$ cat src/rtl/corr_pkg.sv
package corr_pkg;

   // Bit widths along the correlator path
   localparam int SAMPLE_WIDTH        = 3;
   localparam int DOPPLER_WIDTH       = 12;
   localparam int PHASE_WIDTH         = 16;
   localparam int CARRIER_WIDTH       = 4;
   localparam int PRODUCT_WIDTH       = SAMPLE_WIDTH + CARRIER_WIDTH;
   localparam int ACC_WIDTH           = 20;
   localparam int CARRIER_INDEX_WIDTH = 4;

   typedef logic signed [SAMPLE_WIDTH-1:0]  sample_t;
   typedef logic signed [DOPPLER_WIDTH-1:0] doppler_t;
   typedef logic        [PHASE_WIDTH-1:0]   phase_t;
   typedef logic signed [CARRIER_WIDTH-1:0] carrier_t;
   typedef logic signed [PRODUCT_WIDTH-1:0] product_t;
   typedef logic signed [ACC_WIDTH-1:0]     acc_t;

   // Nominal IF step per sample, small enough for the Doppler word to cancel it
   localparam phase_t F_IF_INC = 16'h0600;

   // Low-side mixing, Doppler added to the IF step
   localparam logic HIGH_SIDE_MIX = 1'b0;

   // One cosine cycle over 16 phase steps, amplitude 7
   localparam carrier_t COS_TABLE [0:(2**CARRIER_INDEX_WIDTH)-1] = '{
      4'sd7, 4'sd6, 4'sd5, 4'sd3, 4'sd0, -4'sd3, -4'sd5, -4'sd6,
      -4'sd7, -4'sd6, -4'sd5, -4'sd3, 4'sd0, 4'sd3, 4'sd5, 4'sd6
   };

   // Sample as it leaves the input registers
   typedef struct packed {
      logic    valid;
      sample_t sample;
      logic    chip;
      logic    dump;
   } aligned_s;

   // Carrier-wiped sample pair on its way to the accumulators
   typedef struct packed {
      logic     valid;
      product_t prod_i;
      product_t prod_q;
      logic     chip;
      logic     dump;
   } mixed_s;

endpackage
$ cat src/rtl/subchannel.sv
`timescale 1ns/1ps

module subchannel import corr_pkg::*; (
   input  logic     clk,
   input  logic     reset_i,
   input  logic     sample_valid_i,
   input  sample_t  sample_i,
   input  logic     chip_i,
   input  logic     dump_i,
   input  doppler_t doppler_i,
   output logic     dump_valid_o,
   output acc_t     acc_i_o,
   output acc_t     acc_q_o
);

   aligned_s aligned;
   mixed_s   mixed;
   doppler_t doppler_q;
   carrier_t carrier_i;
   carrier_t carrier_q;

   // Doppler taken with the strobe, so the NCO steps with the aligned sample's word
   always_ff @(posedge clk) begin
      if (sample_valid_i) begin
         doppler_q <= doppler_i;
      end
   end

   // Input side
   sample_align sample_align_inst (
      .clk            (clk),
      .reset_i        (reset_i),
      .sample_valid_i (sample_valid_i),
      .sample_i       (sample_i),
      .chip_i         (chip_i),
      .dump_i         (dump_i),
      .aligned_o      (aligned)
   );

   // Carrier oscillator steps after the aligned sample has used the current phase
   carrier_nco carrier_nco_inst (
      .clk         (clk),
      .reset_i     (reset_i),
      .step_i      (aligned.valid),
      .doppler_i   (doppler_q),
      .carrier_i_o (carrier_i),
      .carrier_q_o (carrier_q)
   );

   carrier_wipe carrier_wipe_inst (
      .clk         (clk),
      .reset_i     (reset_i),
      .aligned_i   (aligned),
      .carrier_i_i (carrier_i),
      .carrier_q_i (carrier_q),
      .mixed_o     (mixed)
   );

   // Output side
   code_accum code_accum_inst (
      .clk          (clk),
      .reset_i      (reset_i),
      .mixed_i      (mixed),
      .dump_valid_o (dump_valid_o),
      .acc_i_o      (acc_i_o),
      .acc_q_o      (acc_q_o)
   );

endmodule

$ cat src/rtl/code_accum.sv
`timescale 1ns/1ps

module code_accum import corr_pkg::*; (
   input  logic   clk,
   input  logic   reset_i,
   input  mixed_s mixed_i,
   output logic   dump_valid_o,
   output acc_t   acc_i_o,
   output acc_t   acc_q_o
);

   acc_t sum_i_q;
   acc_t sum_q_q;
   acc_t next_i;
   acc_t next_q;

   // Code wipe-off
   // Chip 1 passes the product, chip 0 negates it
   function automatic acc_t wipe_code(input product_t prod, input logic chip);
      acc_t ext;
      ext = {{(ACC_WIDTH-PRODUCT_WIDTH){prod[PRODUCT_WIDTH-1]}}, prod};
      return chip ? ext : -ext;
   endfunction

   // Running sums including the incoming sample, two's complement wrap
   assign next_i = sum_i_q + wipe_code(mixed_i.prod_i, mixed_i.chip);
   assign next_q = sum_q_q + wipe_code(mixed_i.prod_q, mixed_i.chip);

   always_ff @(posedge clk) begin
      if (reset_i) begin
         sum_i_q      <= '0;
         sum_q_q      <= '0;
         acc_i_o      <= '0;
         acc_q_o      <= '0;
         dump_valid_o <= 1'b0;
      end else begin
         dump_valid_o <= mixed_i.valid & mixed_i.dump;
         if (mixed_i.valid) begin
            if (mixed_i.dump) begin
               // Dump sample closes the period
               // Report the total and start the next period from zero
               acc_i_o <= next_i;
               acc_q_o <= next_q;
               sum_i_q <= '0;
               sum_q_q <= '0;
            end else begin
               sum_i_q <= next_i;
               sum_q_q <= next_q;
            end
         end
      end
   end

   // Back-to-back dump pulses only for one-sample integrations
   dump_pulse_a : assert property (
      @(posedge clk) disable iff (reset_i)
      dump_valid_o ##1 dump_valid_o |->
         $past(mixed_i.valid && mixed_i.dump, 1) &&
         $past(mixed_i.valid && mixed_i.dump, 2)
   ) else $error("dump_valid_o held without consecutive dumps");

endmodule

$ cat src/rtl/carrier_wipe.sv
`timescale 1ns/1ps

module carrier_wipe import corr_pkg::*; (
   input  logic     clk,
   input  logic     reset_i,
   input  aligned_s aligned_i,
   input  carrier_t carrier_i_i,
   input  carrier_t carrier_q_i,
   output mixed_s   mixed_o
);

   // One guard bit above the product type to catch overflow
   logic signed [PRODUCT_WIDTH:0] prod_i_full;
   logic signed [PRODUCT_WIDTH:0] prod_q_full;

   // Signed sample times signed carrier, both branches
   assign prod_i_full = $signed(aligned_i.sample) * $signed(carrier_i_i);
   assign prod_q_full = $signed(aligned_i.sample) * $signed(carrier_q_i);

   // Stage control
   always_ff @(posedge clk) begin
      if (reset_i) begin
         mixed_o.valid <= 1'b0;
         mixed_o.dump  <= 1'b0;
      end else begin
         mixed_o.valid <= aligned_i.valid;
         mixed_o.dump  <= aligned_i.valid & aligned_i.dump;
      end
   end

   // Products and chip move on together
   always_ff @(posedge clk) begin
      mixed_o.prod_i <= prod_i_full[PRODUCT_WIDTH-1:0];
      mixed_o.prod_q <= prod_q_full[PRODUCT_WIDTH-1:0];
      mixed_o.chip   <= aligned_i.chip;
   end

   // Truncation to product_t must be lossless for every table entry
   prod_fits_a : assert property (
      @(posedge clk) disable iff (reset_i)
      aligned_i.valid |->
         (prod_i_full == $signed(prod_i_full[PRODUCT_WIDTH-1:0])) &&
         (prod_q_full == $signed(prod_q_full[PRODUCT_WIDTH-1:0]))
   ) else $error("carrier product overflows product width");

endmodule

$ cat src/rtl/carrier_nco.sv
`timescale 1ns/1ps

module carrier_nco import corr_pkg::*; (
   input  logic     clk,
   input  logic     reset_i,
   input  logic     step_i,
   input  doppler_t doppler_i,
   output carrier_t carrier_i_o,
   output carrier_t carrier_q_o
);

   localparam int PAD_WIDTH = PHASE_WIDTH - DOPPLER_WIDTH;
   // Quarter cycle in table steps
   localparam int QUARTER = 2 ** (CARRIER_INDEX_WIDTH - 2);

   phase_t phase_q;
   phase_t doppler_ext;
   phase_t phase_inc;

   logic [CARRIER_INDEX_WIDTH-1:0] cos_index;
   logic [CARRIER_INDEX_WIDTH-1:0] sin_index;

   // Sign-extend the two's complement Doppler word to the phase width
   assign doppler_ext = {{PAD_WIDTH{doppler_i[DOPPLER_WIDTH-1]}}, doppler_i};

   // High-side mixing flips the sense of the Doppler shift
   assign phase_inc = HIGH_SIDE_MIX ? (F_IF_INC - doppler_ext)
                                    : (F_IF_INC + doppler_ext);

   // Phase accumulator
   // Advances once per sample and wraps freely, a dump never touches it
   always_ff @(posedge clk) begin
      if (reset_i) begin
         phase_q <= '0;
      end else if (step_i) begin
         phase_q <= phase_q + phase_inc;
      end
   end

   // Table index from the top phase bits
   assign cos_index = phase_q[PHASE_WIDTH-1 -: CARRIER_INDEX_WIDTH];

   // sin(x) = cos(x - 90 deg), index wraps modulo the table size
   assign sin_index = cos_index - CARRIER_INDEX_WIDTH'(QUARTER);

   // Lookups are combinational from the phase held before this sample's step
   assign carrier_i_o = COS_TABLE[cos_index];
   assign carrier_q_o = COS_TABLE[sin_index];

endmodule

$ cat src/rtl/sample_align.sv
`timescale 1ns/1ps

module sample_align import corr_pkg::*; (
   input  logic     clk,
   input  logic     reset_i,
   input  logic     sample_valid_i,
   input  sample_t  sample_i,
   input  logic     chip_i,
   input  logic     dump_i,
   output aligned_s aligned_o
);

   // Strobe and dump marker are control, cleared by reset
   always_ff @(posedge clk) begin
      if (reset_i) begin
         aligned_o.valid <= 1'b0;
         aligned_o.dump  <= 1'b0;
      end else begin
         aligned_o.valid <= sample_valid_i;
         // Dump only counts when it rides on a strobe
         aligned_o.dump  <= sample_valid_i & dump_i;
      end
   end

   // Sample and chip are payload
   // They line up with the NCO phase one cycle after the strobe
   always_ff @(posedge clk) begin
      aligned_o.sample <= sample_i;
      aligned_o.chip   <= chip_i;
   end

   // A registered dump must belong to a registered sample
   // Otherwise the integration would close without its last sample
   dump_needs_valid_a : assert property (
      @(posedge clk) disable iff (reset_i)
      aligned_o.dump |-> aligned_o.valid
   ) else $error("aligned dump without valid sample");

endmodule

$ cat config.mk
export PLATFORM = sky130hd
export DESIGN_NAME = subchannel
export DESIGN_NICKNAME = d
export VERILOG_FILES = /design/src/rtl/corr_pkg.sv /design/src/rtl/subchannel.sv /design/src/rtl/code_accum.sv /design/src/rtl/carrier_wipe.sv /design/src/rtl/carrier_nco.sv /design/src/rtl/sample_align.sv
export SDC_FILE = /design/constraint.sdc
export NUM_CORES = 1
export LEC_CHECK = 0
export BUFFER_PORTS_ARGS = -buffer_cell sky130_fd_sc_hd__buf_2
export CAP_MARGIN = 20
export CORE_MARGIN = 2
export CORE_UTILIZATION = 40
export CTS_CLUSTER_DIAMETER = 100
export DETAILED_ROUTE_END_ITERATION = 6
export SYNTH_ARGS = -nofsm -noshare
export SYNTH_HDL_FRONTEND = slang
export SYNTH_SLANG_ARGS = --single-unit
$ cat constraint.sdc
create_clock -name clk -period 4.6 [get_ports clk]
set_input_delay 0.46 -clock clk [delete_from_list [all_inputs] [get_ports clk]]
set_output_delay 0.46 -clock clk [all_outputs]
set_load 0.05 [all_outputs]
# --- Word-level counts from Yosys, hierarchy flattened ---
# Memories as Yosys holds them, arrays and structs flattened.
# Cells that the tools add are included.
word_totals:
  regBits: 132
  romBits: 128
  inputBits: 20
  output_inout_bits: 41
  word_cells: 43
  mem_count: 2
memory_table:
  columns: ["memory", "depth", "word_bits", "rd", "rd_clocked_by_memory_dff", "wr", "line_no", "source"]
  rows:
  - ["(name not given)", 16, 4, 1, 0, 0, "carrier_nco.sv:47", "assign carrier_i_o = COS_TABLE[cos_index];"]
  - ["(name not given)", 16, 4, 1, 0, 0, "carrier_nco.sv:48", "assign carrier_q_o = COS_TABLE[sin_index];"]
classes:
  add_sub_neg: 7
  multipliers: 2
  order_cmp: 2
  mux: 8
  n_bitwise: 5
  reduce_logical: 1
op_table:
  columns: ["operator", "count"]
  rows:
  - ["20-bit 2-to-1 mux", 4]
  - ["20-bit adder", 2]
  - ["7-bit negation with 20-bit output", 2]
  - ["16-bit adder", 1]
  - ["4-bit 2-to-1 mux", 4]
  - ["3-bit by 4-bit multiplier with 7-bit output", 2]
  - ["12-bit by 12-bit adder with 13-bit output, first input constant", 1]
  - ["5-bit >= comparator, second input constant", 2]
  - ["4-bit inverter with 5-bit output", 2]
  - ["4-bit by 3-bit subtractor with 4-bit output, second input constant", 1]
  - ["1-bit bitwise AND", 3]
  - ["2-bit AND reduction", 1]

# --- Longest topological paths before layout ---
# Gate-level depths: netlist (run 1).
depth:
  depth_word: 6
  mapped_depth: 15
  depth_no_buf: 15

# --- Hierarchy ---
# From an unflattened synthesis (run 1), not the netlist that was laid out.
unflattened:
  cells_unflattened: 1002
  area_unflattened_um2: 8515.7
modules_own_cells:
  columns: ["module", "n_inst", "cells_per_inst", "area_per_inst_um2", "seq_area_each_um2"]
  rows:
  - ["code_accum", 1, 694, 5357.6, 1621.6]
  - ["carrier_nco", 1, 189, 1601.5, 320.3]
  - ["carrier_wipe", 1, 99, 1061.0, 340.3]
  - ["subchannel", 1, 12, 360.3, 360.3]
  - ["sample_align", 1, 8, 135.1, 120.1]

# --- Worst setup path before layout (run 1) ---
# Ideal clock, no wire load.
synth_timing:
  kind: "reg2reg"
  start: "register carrier_wipe_inst.mixed_o[12] (netlist name)"
  end: "register code_accum_inst.acc_i_o[19]"
  setup_time_ps: 117
  arrival_time_ps: 3419
  t_required_ps: 4483
  slack_ps: 1065
  stages_incl_launch_ff: 14
  n_path_buf: 0
  period_less_slack_ps: 3535
  path_cell_list: "dfxtp_1 -> nor4_1 -> nand3_1 -> ha_1 -> a21oi_1 -> ha_1 -> and4_1 -> and2_1 -> a311o_1 -> a221o_1 -> and4_4 -> nor4_2 -> xnor2_1 -> a22o_1"
synth_between:
  elab_chain_len: 3
synth_lines:
  columns: ["item", "line_no", "source"]
  rows:
  - ["start, declared", "carrier_wipe.sv:9", "output mixed_s mixed_o"]
  - ["7-bit negation with 20-bit output", "code_accum.sv:22", "return chip ? ext : -ext;"]
  - ["20-bit 2-to-1 mux *", "code_accum.sv:22", null]
  - ["20-bit adder *", "code_accum.sv:26", "assign next_i = sum_i_q + wipe_code(mixed_i.prod_i, mixed_i.chip);"]
  - ["end signal, assigned", "code_accum.sv:42", "acc_i_o <= next_i;"]
  - ["end, declared", "code_accum.sv:8", "output acc_t acc_i_o,"]
# Every way passes the cells marked *; elsewhere a longest branch is shown, timed or not.
# A chain may end at the register's enable or synchronous reset.

# --- Worst setup path in the final report (run 1) ---
# Ends and elaborated chain as after synthesis.

==> insert_results.sql, run 1 <==
INSERT INTO impl_metrics (metric_group, metric, value, unit) VALUES
('outcome', 'outcome', 'finished, final reports clean', ''),
('critical_path', 'worst_setup_path_start_kind', 'flip-flop', ''),
('sta', 'timing_worst_slew_pin_value', '1.003', 'ns'),
('cts', 'cts_resized', '0', ''),
('detailed_routing', 'detail_route.first_pass.iterations', '5', ''),
('yosys', 'mean_instance_size_in_the_synthesized_netlist', '8.488', 'µm²'),
('placed_design', 'io_buffers', '60', ''),
('floorplan', 'rows', '52', ''),
('sta', 'slew_viol_final', '0', ''),
('pwr', 'vdd_drop_max', '264.3', 'µV'),
('final_layout', 'antenna_cells', '0', ''),
('critical_path', 'cp-end-kind', 'flip-flop', ''),
('pwr', 'power_density', '398.8', 'nW/µm²'),
('sta', 'post-route-period-util', '0.8654', ''),
('sta', 'final_critical_path_setup_slack', '0.6192', 'ns'),
('yosys', 'synth_area', '8183', 'µm²'),
('critical_path', 'cpMaxStageDelayCell', 'sky130_fd_sc_hd__nor4_1', ''),
('sta', 'final-hold-violation-count', '0', ''),
('sta', 'finClkSkew', '0.01039', 'ns'),
('yosys', 'synth_xor_xnor_area_share', '0.06636', ''),
('cts', 'tritoncts', 'yes', ''),
('yosys', 'number_of_enable_type_register_cells_in_the_synthesized_netlist', '12', ''),
('sta', 'fin_worst_hold_slack', '0.1387', 'ns'),
('cts', 'post_cts_hold_buffer_count', '0', ''),
('cts', 'cts_max_path_buffers', '2', ''),
('cts', 'cts-buffers-inserted', '17', ''),
('yosys', 'yosys-mux-area-fraction', '0.02278', ''),
('critical_path', 'worst-path-max-fanout', '7', ''),
('floorplan', 'core_area', '20170', 'µm²'),
('grt', 'antenna_found_initial', '0', ''),
('detailed_routing', 'remaining_drc_errors', '0', ''),
('placed_design', 'detailed_place_hpwl', '13270', 'µm'),
('yosys', 'synth_nets', '1079', ''),
('placed_design', 'dp_cells', '1263', ''),
('placed_design', 'global_placement_routability_congestion', '0.8632', ''),
('floorplan', 'floorplan.io_pins', '61', ''),
('grt', 'grt.overflow.total', '0', ''),
('yosys', 'synth_warnings', '0', ''),
('floorplan', 'floorplan.die_area', '21620', 'µm²'),
('floorplan', 'floorplan.initialDensity', '0.4057', ''),
('sta', 'setup_repair_after_global_routing_missed_its_margin', 'false', ''),
('critical_path', 'critical_path.max_stage_delay', '0.53', 'ns'),
('final_layout', 'final_cells', '1296', ''),
('final_layout', 'final_core_utilization', '0.4620', ''),
('yosys', 'netlist-cell-type-count', '61', ''),
('detailed_routing', 'vias_per_cell', '5.142', ''),
('cts', 'cts.reportedPaths.clkPinSlew', '0.06', 'ns'),
('detailed_routing', 'first_iter_violations', '254', ''),
('job', 'max_cap_viol_count', '0', ''),
('cts', 'cts.repair_timing.setup_buffer_count', '0', ''),
('sta', 'fmaxAchievable', '0.2512', 'GHz'),
('grt', 'gr_util_all_layers', '0.1757', ''),
('grt', 'first_pass_grt_wire_length', '31020', 'µm'),
('yosys', 'synthAdderAreaFrac', '0.1572', ''),
('yosys', 'synth_seq_area_share', '0.3376', ''),
('cts', 'cts-htree-levels', '4', ''),
('yosys', 'combinational_family_with_the_most_area_after_synthesis', 'compound AO/OA/AOI/OAI gates', ''),
('sta', 'setup_total_negative_slack', '0', 'ns'),
('detailed_routing', 'detail_route.wl_per_cell', '14.07', 'µm'),
('final_layout', 'share_of_final_layout_standard_cells_stronger_than_drive_strength_1', '0.1053', ''),
('pwr', 'static-leakage-power', '4.177', 'nW'),
('critical_path', 'worstPathCellList', 'nor4_1 -> nand3_1 -> ha_1 -> a21oi_1 -> ha_1 -> and4_1 -> and2_1 -> a311o_1 -> a221o_1 -> and4_4 -> nor4_2 -> xnor2_1 -> a22o_1', ''),
('cts', 'root_buffer', 'sky130_fd_sc_hd__clkbuf_16', ''),
('final_layout', 'fillCellCount', '2007', ''),
('yosys', 'share_of_the_synthesized_area_in_compound_gates_ao_oa_aoi_oai', '0.1891', ''),
('critical_path', 'critPathRequiredTime', '4.91', 'ns'),
('sta', 'slew-limit-headroom', '0.3303', ''),
('detailed_routing', 'routed-via-count', '6664', ''),
('detailed_routing', 'drtAntennaViolNets', '0', ''),
('detailed_routing', 'drt_wirelength', '18230', 'µm'),
('floorplan', 'die_width', '147.0', 'µm');
cells in the mapped netlist (all sizes together) (13+ instances only):
master  instances  area (µm²)
dfxtp         120        2402
clkbuf         35       131.4
xor2           21       183.9
nor2           75       281.5
a21oi         103       515.5
nand3          19       95.09
and2           17       106.4
nor2b          23       143.9
a22o           15       131.4
a21o           22       165.2
mux2i          13       130.1
fa             13       260.3
ha             82        1026
nor3           16       80.08
o21ai          38       190.2
xnor2          41       359.1
nand2b         18       112.6
inv            63       236.5
nand2         105       394.1
flip-flops by register name (all words and copies together), names as in the netlist:
| signal | flops |
|---|---|
| carrier_nco_inst.phase_q | 16 |
| carrier_wipe_inst.mixed_o | 17 |
| code_accum_inst.acc_i_o | 20 |
| code_accum_inst.acc_q_o | 20 |
| code_accum_inst.dump_valid_o | 1 |
| code_accum_inst.sum_i_q | 20 |
| code_accum_inst.sum_q_q | 20 |
| doppler_q | 12 |
| sample_align_inst.aligned_o | 6 |
where the power goes:
| part | total [mW] | switching [mW] | internal, mW |
|---|---|---|---|
| Clock | 1.36 | 0.542 | 0.815 |
| Sequential | 1.32 | 0.0769 | 1.25 |
| Combinational | 1.04 | 0.605 | 0.430 |
| Total | 3.72 | 1.22 | 2.49 |
cells in the final DEF, fill, tap and decap left out, types with 18 or more instances in the layout:
cell type and count:
sky130_fd_sc_hd__a21o_1 22, sky130_fd_sc_hd__a21oi_1 103, sky130_fd_sc_hd__buf_2 60, sky130_fd_sc_hd__dfxtp_1 120, sky130_fd_sc_hd__ha_1 82, sky130_fd_sc_hd__inv_1 63
sky130_fd_sc_hd__nand2_1 105, sky130_fd_sc_hd__nand2b_1 18, sky130_fd_sc_hd__nand3_1 19, sky130_fd_sc_hd__nor2_1 75, sky130_fd_sc_hd__nor2b_1 23, sky130_fd_sc_hd__o21ai_0 38
sky130_fd_sc_hd__xnor2_1 41, sky130_fd_sc_hd__xor2_1 21
kinds of logic (layout without fill, tap and decap cells):
group,Yosys count,count (layout)
xor gates and xnor gates,62,62
adders and majority gates,95,95
and+or+nand+nor,308,308
buffers and inverters,102,164
DFF,132,132
muxes,17,17
AOI/OAI and AO/OA,248,248
final cells by class:
| class | instances | area (µm²) | share of cell area |
|---|---|---|---|
| inverters | 64 | 240.2 | 0.02578 |
| well taps | 270 | 337.8 | 0.03626 |
| flip-flops and latches | 132 | 2763 | 0.2965 |
| clock buffers | 21 | 450.4 | 0.04834 |
| multi-input cells | 730 | 5037 | 0.5406 |
| repair buffers | 68 | 360.3 | 0.03867 |
| clock inverters | 11 | 128.9 | 0.01383 |
worst paths after layout:
path | startpoint | end | slack [ns] | depth (start not counted)
setup / recovery | carrier_wipe_inst.mixed_o[12] | code_accum_inst.acc_i_o[19] | 0.62 | 13
hold / removal | chip_i | sample_align_inst.aligned_o[1] | 0.14 | 1
setup reg to reg | carrier_wipe_inst.mixed_o[12] | code_accum_inst.acc_i_o[19] | 0.62 | 13
hold reg to reg | sample_align_inst.aligned_o[1] | carrier_wipe_inst.mixed_o[1] | 0.37 | 0
worst max-delay path: cells and delay by family (launching register included):
family	cells	cell delay, ns
compound gates	4	1.11
xor+xnor	1	0.11
fa+ha+maj	2	0.67
flops	1	0.34
simple gates	6	1.65
layer usage:
layer | wire length, µm | global-route usage | part of all wire
met1 | 8999 | 0.2314 | 0.49
met2 | 8272 | 0.2894 | 0.45
met3 | 634 | 0.03789 | 0.035
met4 | 327 | 0.05529 | 0.018
met5 | 0 | 0 | 0
through the flow:
step	total power, mW	instance area, µm²
2_1_floorplan	2.145	8183
3_3_place_gp	2.369	8731
3_5_place_dp	2.376	8731
4_1_cts	3.747	9310
5_1_grt	3.948	9318
6_report	3.716	9318
Note: power is estimated with default switching activity, not from simulation.
==> run 2, diff against run 1 <==
--- a/config.mk
+++ b/config.mk
@@ -5,12 +5,13 @@
 export SDC_FILE = /design/constraint.sdc
 export NUM_CORES = 1
 export LEC_CHECK = 0
-export BUFFER_PORTS_ARGS = -buffer_cell sky130_fd_sc_hd__buf_2
 export CAP_MARGIN = 20
 export CORE_MARGIN = 2
 export CORE_UTILIZATION = 40
 export CTS_CLUSTER_DIAMETER = 100
 export DETAILED_ROUTE_END_ITERATION = 6
+export DONT_BUFFER_PORTS = 1
 export SYNTH_ARGS = -nofsm -noshare
 export SYNTH_HDL_FRONTEND = slang
 export SYNTH_SLANG_ARGS = --single-unit
+export TNS_END_PERCENT = 5
==> run 2 against run 1 <==
Clock skew about the same. Largest power group is now registers. Wire length decreased by 0.48%. Clock-buffer cell count increased by 4. Sequential share of layout area increased by 1.1 points. Design area decreased by 3.6%.
==> insert_results.sql, run 2 (synthesis gave the netlist of run 1 again) <==
INSERT INTO impl_metrics (metric_group, metric, value, unit) VALUES
('floorplan', 'chipHeight', '147.0', 'µm'),
('sta', 'setup_repair_after_global_routing_missed_its_margin', 'false', ''),
('pwr', 'static-leakage-power', '3.849', 'nW'),
('final_layout', 'final_design_area_no_fill', '8985', 'µm²'),
('placed_design', 'placed_cell_area', '8423', 'µm²'),
('sta', 'final-hold-violation-count', '0', ''),
('final_layout', 'share_of_final_layout_standard_cells_stronger_than_drive_strength_1', '0.04762', ''),
('floorplan', 'floorplan.io_pins', '61', ''),
('detailed_routing', 'vias_per_cell', '5.222', ''),
('critical_path', 'cp-end-kind', 'flip-flop', ''),
('final_layout', 'final_net_count', '1068', ''),
('worst_hold_path', 'hold_class', 'in -> reg', ''),
('detailed_routing', 'drtAntennaViolNets', '0', ''),
('outcome', 'outcome', 'finished, final reports clean', ''),
('cts', 'tritoncts', 'yes', ''),
('final_layout', 'sequential_cell_area', '2763', 'µm²'),
('grt', 'grt.overflow.total', '0', ''),
('critical_path', 'critical_path.max_stage_delay', '0.56', 'ns'),
('critical_path', 'r2r-end', 'code_accum_inst.acc_i_o[19]', ''),
('critical_path', 'worstPathCellList', 'nor4_1 -> nand3_1 -> ha_1 -> a21oi_1 -> ha_1 -> and4_1 -> and2_1 -> a311o_1 -> a221o_1 -> and4_4 -> nor4_2 -> xnor2_1 -> a22o_1', ''),
('final_layout', 'multiInputGateArea', '5037', 'µm²'),
('sta', 'final_critical_path_setup_slack', '0.6679', 'ns'),
('placed_design', 'detailed_place_hpwl', '13120', 'µm'),
('cts', 'cts-buffers-inserted', '17', ''),
('final_layout', 'area_growth', '9.801', '%'),
('cts', 'clock-sinks', '132', ''),
('floorplan', 'rows', '52', ''),
('sta', 'slew-limit-headroom', '0.3395', ''),
('floorplan', 'die_width', '147.0', 'µm'),
('critical_path', 'worst_setup_path_start_kind', 'flip-flop', ''),
('critical_path', 'worst-path-max-fanout', '7', ''),
('cts', 'cts-htree-levels', '4', ''),
('critical_path', 'cp_data_arrival_time', '4.25', 'ns'),
('grt', 'first_pass_grt_wire_length', '30810', 'µm'),
('job', 'max_cap_viol_count', '0', ''),
('grt', 'antenna_found_initial', '0', ''),
('grt', 'gr_util_all_layers', '0.1762', ''),
('pwr', 'power_density', '399.8', 'nW/µm²'),
('critical_path', 'endpoint', 'code_accum_inst.acc_i_o[19]', ''),
('floorplan', 'floorplan.die_area', '21620', 'µm²'),
('sta', 'post-route-period-util', '0.8548', ''),
('cts', 'insertion_delay', '0.43', 'ns'),
('final_layout', 'antenna_cells', '0', ''),
('critical_path', 'critPathRequiredTime', '4.92', 'ns'),
('final_layout', 'final_cells', '1236', ''),
('cts', 'post_cts_hold_buffer_count', '0', ''),
('pwr', 'power_switching_share', '0.3306', ''),
('sta', 'finalCriticalPeriod', '3.932', 'ns'),
('pwr', 'switching_power_of_the_nets', '1.187', 'mW'),
('critical_path', 'worstReg2RegStart', 'carrier_wipe_inst.mixed_o[12]', ''),
('sta', 'setup_total_negative_slack', '0', 'ns'),
('placed_design', 'io_buffers', '0', ''),
('critical_path', 'timing.critical_path.from', 'carrier_wipe_inst.mixed_o[12]', ''),
('placed_design', 'dp_cells', '1202', ''),
('pwr', 'internal_power', '2.405', 'mW'),
('cts', 'cts_max_path_buffers', '2', ''),
('pwr', 'combinationalPowerShare', '0.280', ''),
('final_layout', 'fillCellCount', '2023', ''),
('pwr', 'vdd_drop_max', '269.5', 'µV'),
('cts', 'root_buffer', 'sky130_fd_sc_hd__clkbuf_16', ''),
('grt', 'number_of_global_route_vias_before_repair', '6327', ''),
('pwr', 'portion_of_total_power_attributed_to_sequential_cells', '0.369', ''),
('grt', 'grt_max_degree', '88', ''),
('cts', 'cts.repair_timing.setup_buffer_count', '0', ''),
('sta', 'slew_viol_final', '0', ''),
('sta', 'timing_worst_slew_pin_value', '0.9895', 'ns'),
('detailed_routing', 'remaining_drc_errors', '0', ''),
('critical_path', 'start_to_end_type_of_the_worst_setup_path', 'reg -> reg', ''),
('cts', 'cts_resized', '0', ''),
('floorplan', 'core_area', '20170', 'µm²'),
('critical_path', 'library_cell_appearing_most_often_on_the_critical_path', 'sky130_fd_sc_hd__ha_1', ''),
('detailed_routing', 'routed-via-count', '6455', ''),
('detailed_routing', 'first_iter_violations', '290', ''),
('critical_path', 'reg2regPathDepth', '13', ''),
('placed_design', 'global_placement_routability_congestion', '0.8756', ''),
('critical_path', 'r2r_slack', '0.67', 'ns'),
('sta', 'finalSetupViolCount', '0', ''),
('sta', 'finClkSkew', '0.01036', 'ns'),
('cts', 'cts.reportedPaths.clkPinSlew', '0.06', 'ns'),
('sta', 'fmaxAchievable', '0.2543', 'GHz'),
('placed_design', 'worst_case_setup_slack_after_placement', '0.7119', 'ns'),
('pwr', 'clkPwrFrac', '0.350', ''),
('final_layout', 'most_common_cell_after_layout_fill_and_taps_aside', 'sky130_fd_sc_hd__dfxtp_1', ''),
('detailed_routing', 'detail_route.wl_per_cell', '14.68', 'µm'),
('floorplan', 'floorplan.initialDensity', '0.4057', ''),
('final_layout', 'layout.cells.most_common_list', 'sky130_fd_sc_hd__dfxtp_1 (120), sky130_fd_sc_hd__nand2_1 (105), sky130_fd_sc_hd__a21oi_1 (103), sky130_fd_sc_hd__ha_1 (82), sky130_fd_sc_hd__nor2_1 (75)', ''),
('detailed_routing', 'detail_route.first_pass.iterations', '4', ''),
('critical_path', 'cpMaxStageDelayCell', 'sky130_fd_sc_hd__nor4_1', ''),
('detailed_routing', 'drt_wirelength', '18150', 'µm');
run 2: per-layer routing:
metal  up-vias  part of all wire  track usage  wire [µm]
met3        22             0.049      0.04348        897
met2       111              0.46       0.2934       8361
met4         0             0.013      0.05769        233
li1       3348                 -            -          -
met5         -                 0            0          0
met1      2974              0.48       0.2249       8652
run 2: worst min path at each step:
stage,depth (start not counted),slack [ns],from,to
6_report,0,0.06,chip_i,sample_align_inst.aligned_o[1]
5_1_grt,0,0.04,chip_i,sample_align_inst.aligned_o[1]
4_1_cts,0,0.04,chip_i,sample_align_inst.aligned_o[1]
3_5_place_dp,0,0.35,sample_align_inst.aligned_o[1],carrier_wipe_inst.mixed_o[1]
3_3_place_gp,0,0.35,sample_align_inst.aligned_o[1],carrier_wipe_inst.mixed_o[1]
2_1_floorplan,0,0.31,sample_align_inst.aligned_o[1],carrier_wipe_inst.mixed_o[1]
run 2: layout make-up:
cell class	count	share of cell area
clock buffers	25	0.05403
inverters	64	0.02674
flip-flops and latches	132	0.3075
repair buffers	8	0.007938
clock inverters	7	0.005570
multi-input cells	730	0.5606
well taps	270	0.03760
run 2: critical path: cells and delay by family (launching register included):
kind	cells	cell delay, ns
AND/OR/NAND/NOR	6	1.65
AO/OA/AOI/OAI	4	1.08
adder cells (fa/ha/maj)	2	0.64
flip-flops	1	0.34
XOR/XNOR	1	0.12
run 2: power by group through the flow:
stage / logic (mW) / clock network, mW / registers [mW]
global placement: 0.997 / 0 / 1.35
floorplan: 0.822 / 0 / 1.32
detailed placement: 1.00 / 0 / 1.35
finish: 1.01 / 1.26 / 1.33
CTS: 1.01 / 1.30 / 1.33
global route: 1.14 / 1.34 / 1.34
run 2: metrics by stage:
step / total power [mW] / utilization / hold WS (ns)
2_1_floorplan: 2.145 / - / 0.3096
5_1_grt: 3.818 / 0.4455 / 0.03963
6_report: 3.592 / 0.4455 / 0.05589
4_1_cts: 3.632 / 0.4442 / 0.03672
3_5_place_dp: 2.353 / 0.4176 / 0.3485
3_3_place_gp: 2.346 / 0.4176 / 0.3482
==> run 3, diff against run 2 <==
--- a/config.mk
+++ b/config.mk
@@ -6,11 +6,15 @@
 export NUM_CORES = 1
 export LEC_CHECK = 0
 export CAP_MARGIN = 20
+export CELL_PAD_IN_SITES_DETAIL_PLACEMENT = 1
+export CELL_PAD_IN_SITES_GLOBAL_PLACEMENT = 1
+export CORE_ASPECT_RATIO = 1.2
 export CORE_MARGIN = 2
 export CORE_UTILIZATION = 40
 export CTS_CLUSTER_DIAMETER = 100
 export DETAILED_ROUTE_END_ITERATION = 6
 export DONT_BUFFER_PORTS = 1
+export PLACE_DENSITY = 0.75
 export SYNTH_ARGS = -nofsm -noshare
 export SYNTH_HDL_FRONTEND = slang
 export SYNTH_SLANG_ARGS = --single-unit
==> run 3 against run 2 <==
Critical path depth stayed put. Cell count decreased by 0.49%. First-iteration DRC count is 7.6% lower. Fmax decreased by 0.66%. Non-clock buffer count is 2 lower. Critical path type unchanged. Critical endpoint unchanged. Largest power group is now clock.
==> insert_results.sql, run 3 (synthesis gave the netlist of run 1 again) <==
INSERT INTO impl_metrics (metric_group, metric, value, unit) VALUES
('outcome', 'outcome', 'finished, final reports clean', ''),
('cts', 'cts-buffers-inserted', '17', ''),
('critical_path', 'library_cell_appearing_most_often_on_the_critical_path', 'sky130_fd_sc_hd__ha_1', ''),
('detailed_routing', 'detail_route.wl_per_cell', '16.92', 'µm'),
('final_layout', 'area_growth', '10.34', '%'),
('placed_design', 'detailed_place_hpwl', '15460', 'µm'),
('cts', 'clock-sinks', '132', ''),
('detailed_routing', 'remaining_drc_errors', '0', ''),
('pwr', 'combinationalPowerShare', '0.277', ''),
('worst_hold_path', 'hold_class', 'in -> reg', ''),
('floorplan', 'floorplan.die_area', '21620', 'µm²'),
('floorplan', 'chipHeight', '160.7', 'µm'),
('cts', 'post_cts_hold_buffer_count', '0', ''),
('sta', 'final-hold-violation-count', '0', ''),
('critical_path', 'worst-path-max-fanout', '7', ''),
('detailed_routing', 'detail_route.first_pass.iterations', '4', ''),
('cts', 'cts-htree-levels', '4', ''),
('pwr', 'power_density', '420.2', 'nW/µm²'),
('cts', 'cts_max_path_buffers', '2', ''),
('detailed_routing', 'drt_wirelength', '20810', 'µm'),
('final_layout', 'fillCellCount', '2369', ''),
('sta', 'slew-limit-headroom', '0.3488', ''),
('job', 'max_cap_viol_count', '0', ''),
('cts', 'cts_resized', '0', ''),
('cts', 'root_buffer', 'sky130_fd_sc_hd__clkbuf_16', ''),
('critical_path', 'critical_path.max_stage_delay', '0.57', 'ns'),
('pwr', 'clkPwrFrac', '0.374', ''),
('floorplan', 'floorplan.io_pins', '61', ''),
('sta', 'finClkSkew', '0.01529', 'ns'),
('grt', 'grt.overflow.total', '0', ''),
('final_layout', 'share_of_final_layout_standard_cells_stronger_than_drive_strength_1', '0.05083', ''),
('critical_path', 'worst_setup_path_start_kind', 'flip-flop', ''),
('pwr', 'power.total', '3.794', 'mW'),
('critical_path', 'cpMaxStageDelayCell', 'sky130_fd_sc_hd__nor4_1', ''),
('sta', 'finalCriticalPeriod', '3.958', 'ns'),
('sta', 'finalSetupViolCount', '0', ''),
('grt', 'first_pass_grt_wire_length', '35490', 'µm'),
('final_layout', 'most_common_cell_after_layout_fill_and_taps_aside', 'sky130_fd_sc_hd__dfxtp_1', ''),
('grt', 'grt_max_degree', '88', ''),
('critical_path', 'start_to_end_type_of_the_worst_setup_path', 'reg -> reg', ''),
('detailed_routing', 'drtAntennaViolNets', '0', ''),
('final_layout', 'multiInputGateArea', '5040', 'µm²'),
('critical_path', 'cp_data_arrival_time', '4.27', 'ns'),
('grt', 'gr_util_all_layers', '0.2015', ''),
('sta', 'timing_worst_slew_pin_value', '0.9755', 'ns'),
('placed_design', 'io_buffers', '0', ''),
('final_layout', 'sequential_cell_area', '2763', 'µm²'),
('pwr', 'switching_power_of_the_nets', '1.258', 'mW'),
('sta', 'slew_viol_final', '0', ''),
('cts', 'cts.repair_timing.setup_buffer_count', '0', ''),
('sta', 'fmaxAchievable', '0.2526', 'GHz'),
('floorplan', 'core_area', '20180', 'µm²'),
('final_layout', 'layout.cells.most_common_list', 'sky130_fd_sc_hd__dfxtp_1 (120), sky130_fd_sc_hd__nand2_1 (105), sky130_fd_sc_hd__a21oi_1 (103), sky130_fd_sc_hd__ha_1 (82), sky130_fd_sc_hd__nor2_1 (74)', ''),
('critical_path', 'cp-end-kind', 'flip-flop', ''),
('grt', 'antenna_found_initial', '1', ''),
('floorplan', 'rows', '57', ''),
('placed_design', 'global_placement_routability_congestion', '0.8907', ''),
('detailed_routing', 'routed-via-count', '6808', ''),
('critical_path', 'critPathRequiredTime', '4.91', 'ns'),
('floorplan', 'die_width', '134.6', 'µm'),
('grt', 'number_of_global_route_vias_before_repair', '7401', ''),
('critical_path', 'worstPathCellList', 'nor4_1 -> nand3_1 -> ha_1 -> a21oi_1 -> ha_1 -> and4_1 -> and2_1 -> a311o_1 -> a221o_1 -> and4_4 -> nor4_2 -> xnor2_1 -> a22o_1', ''),
('cts', 'insertion_delay', '0.42', 'ns'),
('pwr', 'power_switching_share', '0.3316', ''),
('pwr', 'internal_power', '2.536', 'mW'),
('cts', 'tritoncts', 'yes', ''),
('detailed_routing', 'first_iter_violations', '268', ''),
('pwr', 'vdd_drop_max', '247.6', 'µV'),
('pwr', 'static-leakage-power', '3.878', 'nW'),
('sta', 'post-route-period-util', '0.8605', ''),
('pwr', 'portion_of_total_power_attributed_to_sequential_cells', '0.349', ''),
('sta', 'setup_total_negative_slack', '0', 'ns'),
('sta', 'setup_repair_after_global_routing_missed_its_margin', 'false', ''),
('final_layout', 'final_net_count', '1066', ''),
('cts', 'cts.reportedPaths.clkPinSlew', '0.06', 'ns'),
('detailed_routing', 'vias_per_cell', '5.535', ''),
('floorplan', 'floorplan.initialDensity', '0.4054', '');
run 3: changes by cell type in the layout (fill, tap and decap cells not counted), sizes merged:
cell / delta
clkbuf: -7
clkinv: +4
bufinv: +3
buf: -2
clkinvlp: -2
inv: +2
diode: +1
run 3: per-stage QoR:
stage	hold WS (ns)	util	worst slack, ns	cell area (µm²)	cells
after floorplan	0.3096	-	1.065	8183	964
after global placement	0.3213	0.4171	0.8057	8419	1197
after detailed placement	0.3184	0.4171	0.7164	8419	1197
after CTS	0.05375	0.4472	0.6295	9026	1229
after global routing	0.05020	0.4473	0.2833	9029	1230
final	0.07177	0.4473	0.6417	9029	1230
run 3: cell type report:
cell class	instances	share of cell area
tap	265	0.03672
sequential	132	0.3060
clock inverter	14	0.01968
timing repair buffer	6	0.004989
antenna	1	0.0002772
inverter	64	0.02661
multi-input combinational	730	0.5582
clock buffer	18	0.04753
run 3: power by group through the flow:
stage | registers, mW | logic (mW) | clock network, mW
2_1_floorplan | 1.32 | 0.822 | 0
5_1_grt | 1.34 | 1.19 | 1.50
3_3_place_gp | 1.35 | 1.01 | 0
6_report | 1.33 | 1.05 | 1.42
3_5_place_dp | 1.35 | 1.04 | 0
4_1_cts | 1.33 | 1.06 | 1.45
run 3: final timing paths:
| kind | slack [ns] | cells past startpoint | from | end |
|---|---|---|---|---|
| worst min-delay path | 0.07 | 0 | sample_i[0] | sample_align_inst.aligned_o[2] |
| worst max register to register | 0.64 | 13 | carrier_wipe_inst.mixed_o[12] | code_accum_inst.acc_i_o[19] |
| worst min register to register | 0.33 | 0 | sample_align_inst.aligned_o[1] | carrier_wipe_inst.mixed_o[1] |
| worst max-delay path | 0.64 | 13 | carrier_wipe_inst.mixed_o[12] | code_accum_inst.acc_i_o[19] |
run 3: layer usage:
layer / global-route usage / up-vias / part of all wire
li1: - / 3351 / -
met1: 0.2251 / 3312 / 0.42
met2: 0.3776 / 107 / 0.52
met3: 0.04009 / 38 / 0.035
met4: 0.06746 / 0 / 0.022
met5: 0 / - / 0
run 3: critical path, delay by kind of cell, from the launching register on:
family / cells / cell delay, ns
adder cells (fa/ha/maj): 2 / 0.64
AND/OR/NAND/NOR: 6 / 1.67
XOR/XNOR: 1 / 0.11
flip-flops: 1 / 0.34
AO/OA/AOI/OAI: 4 / 1.08
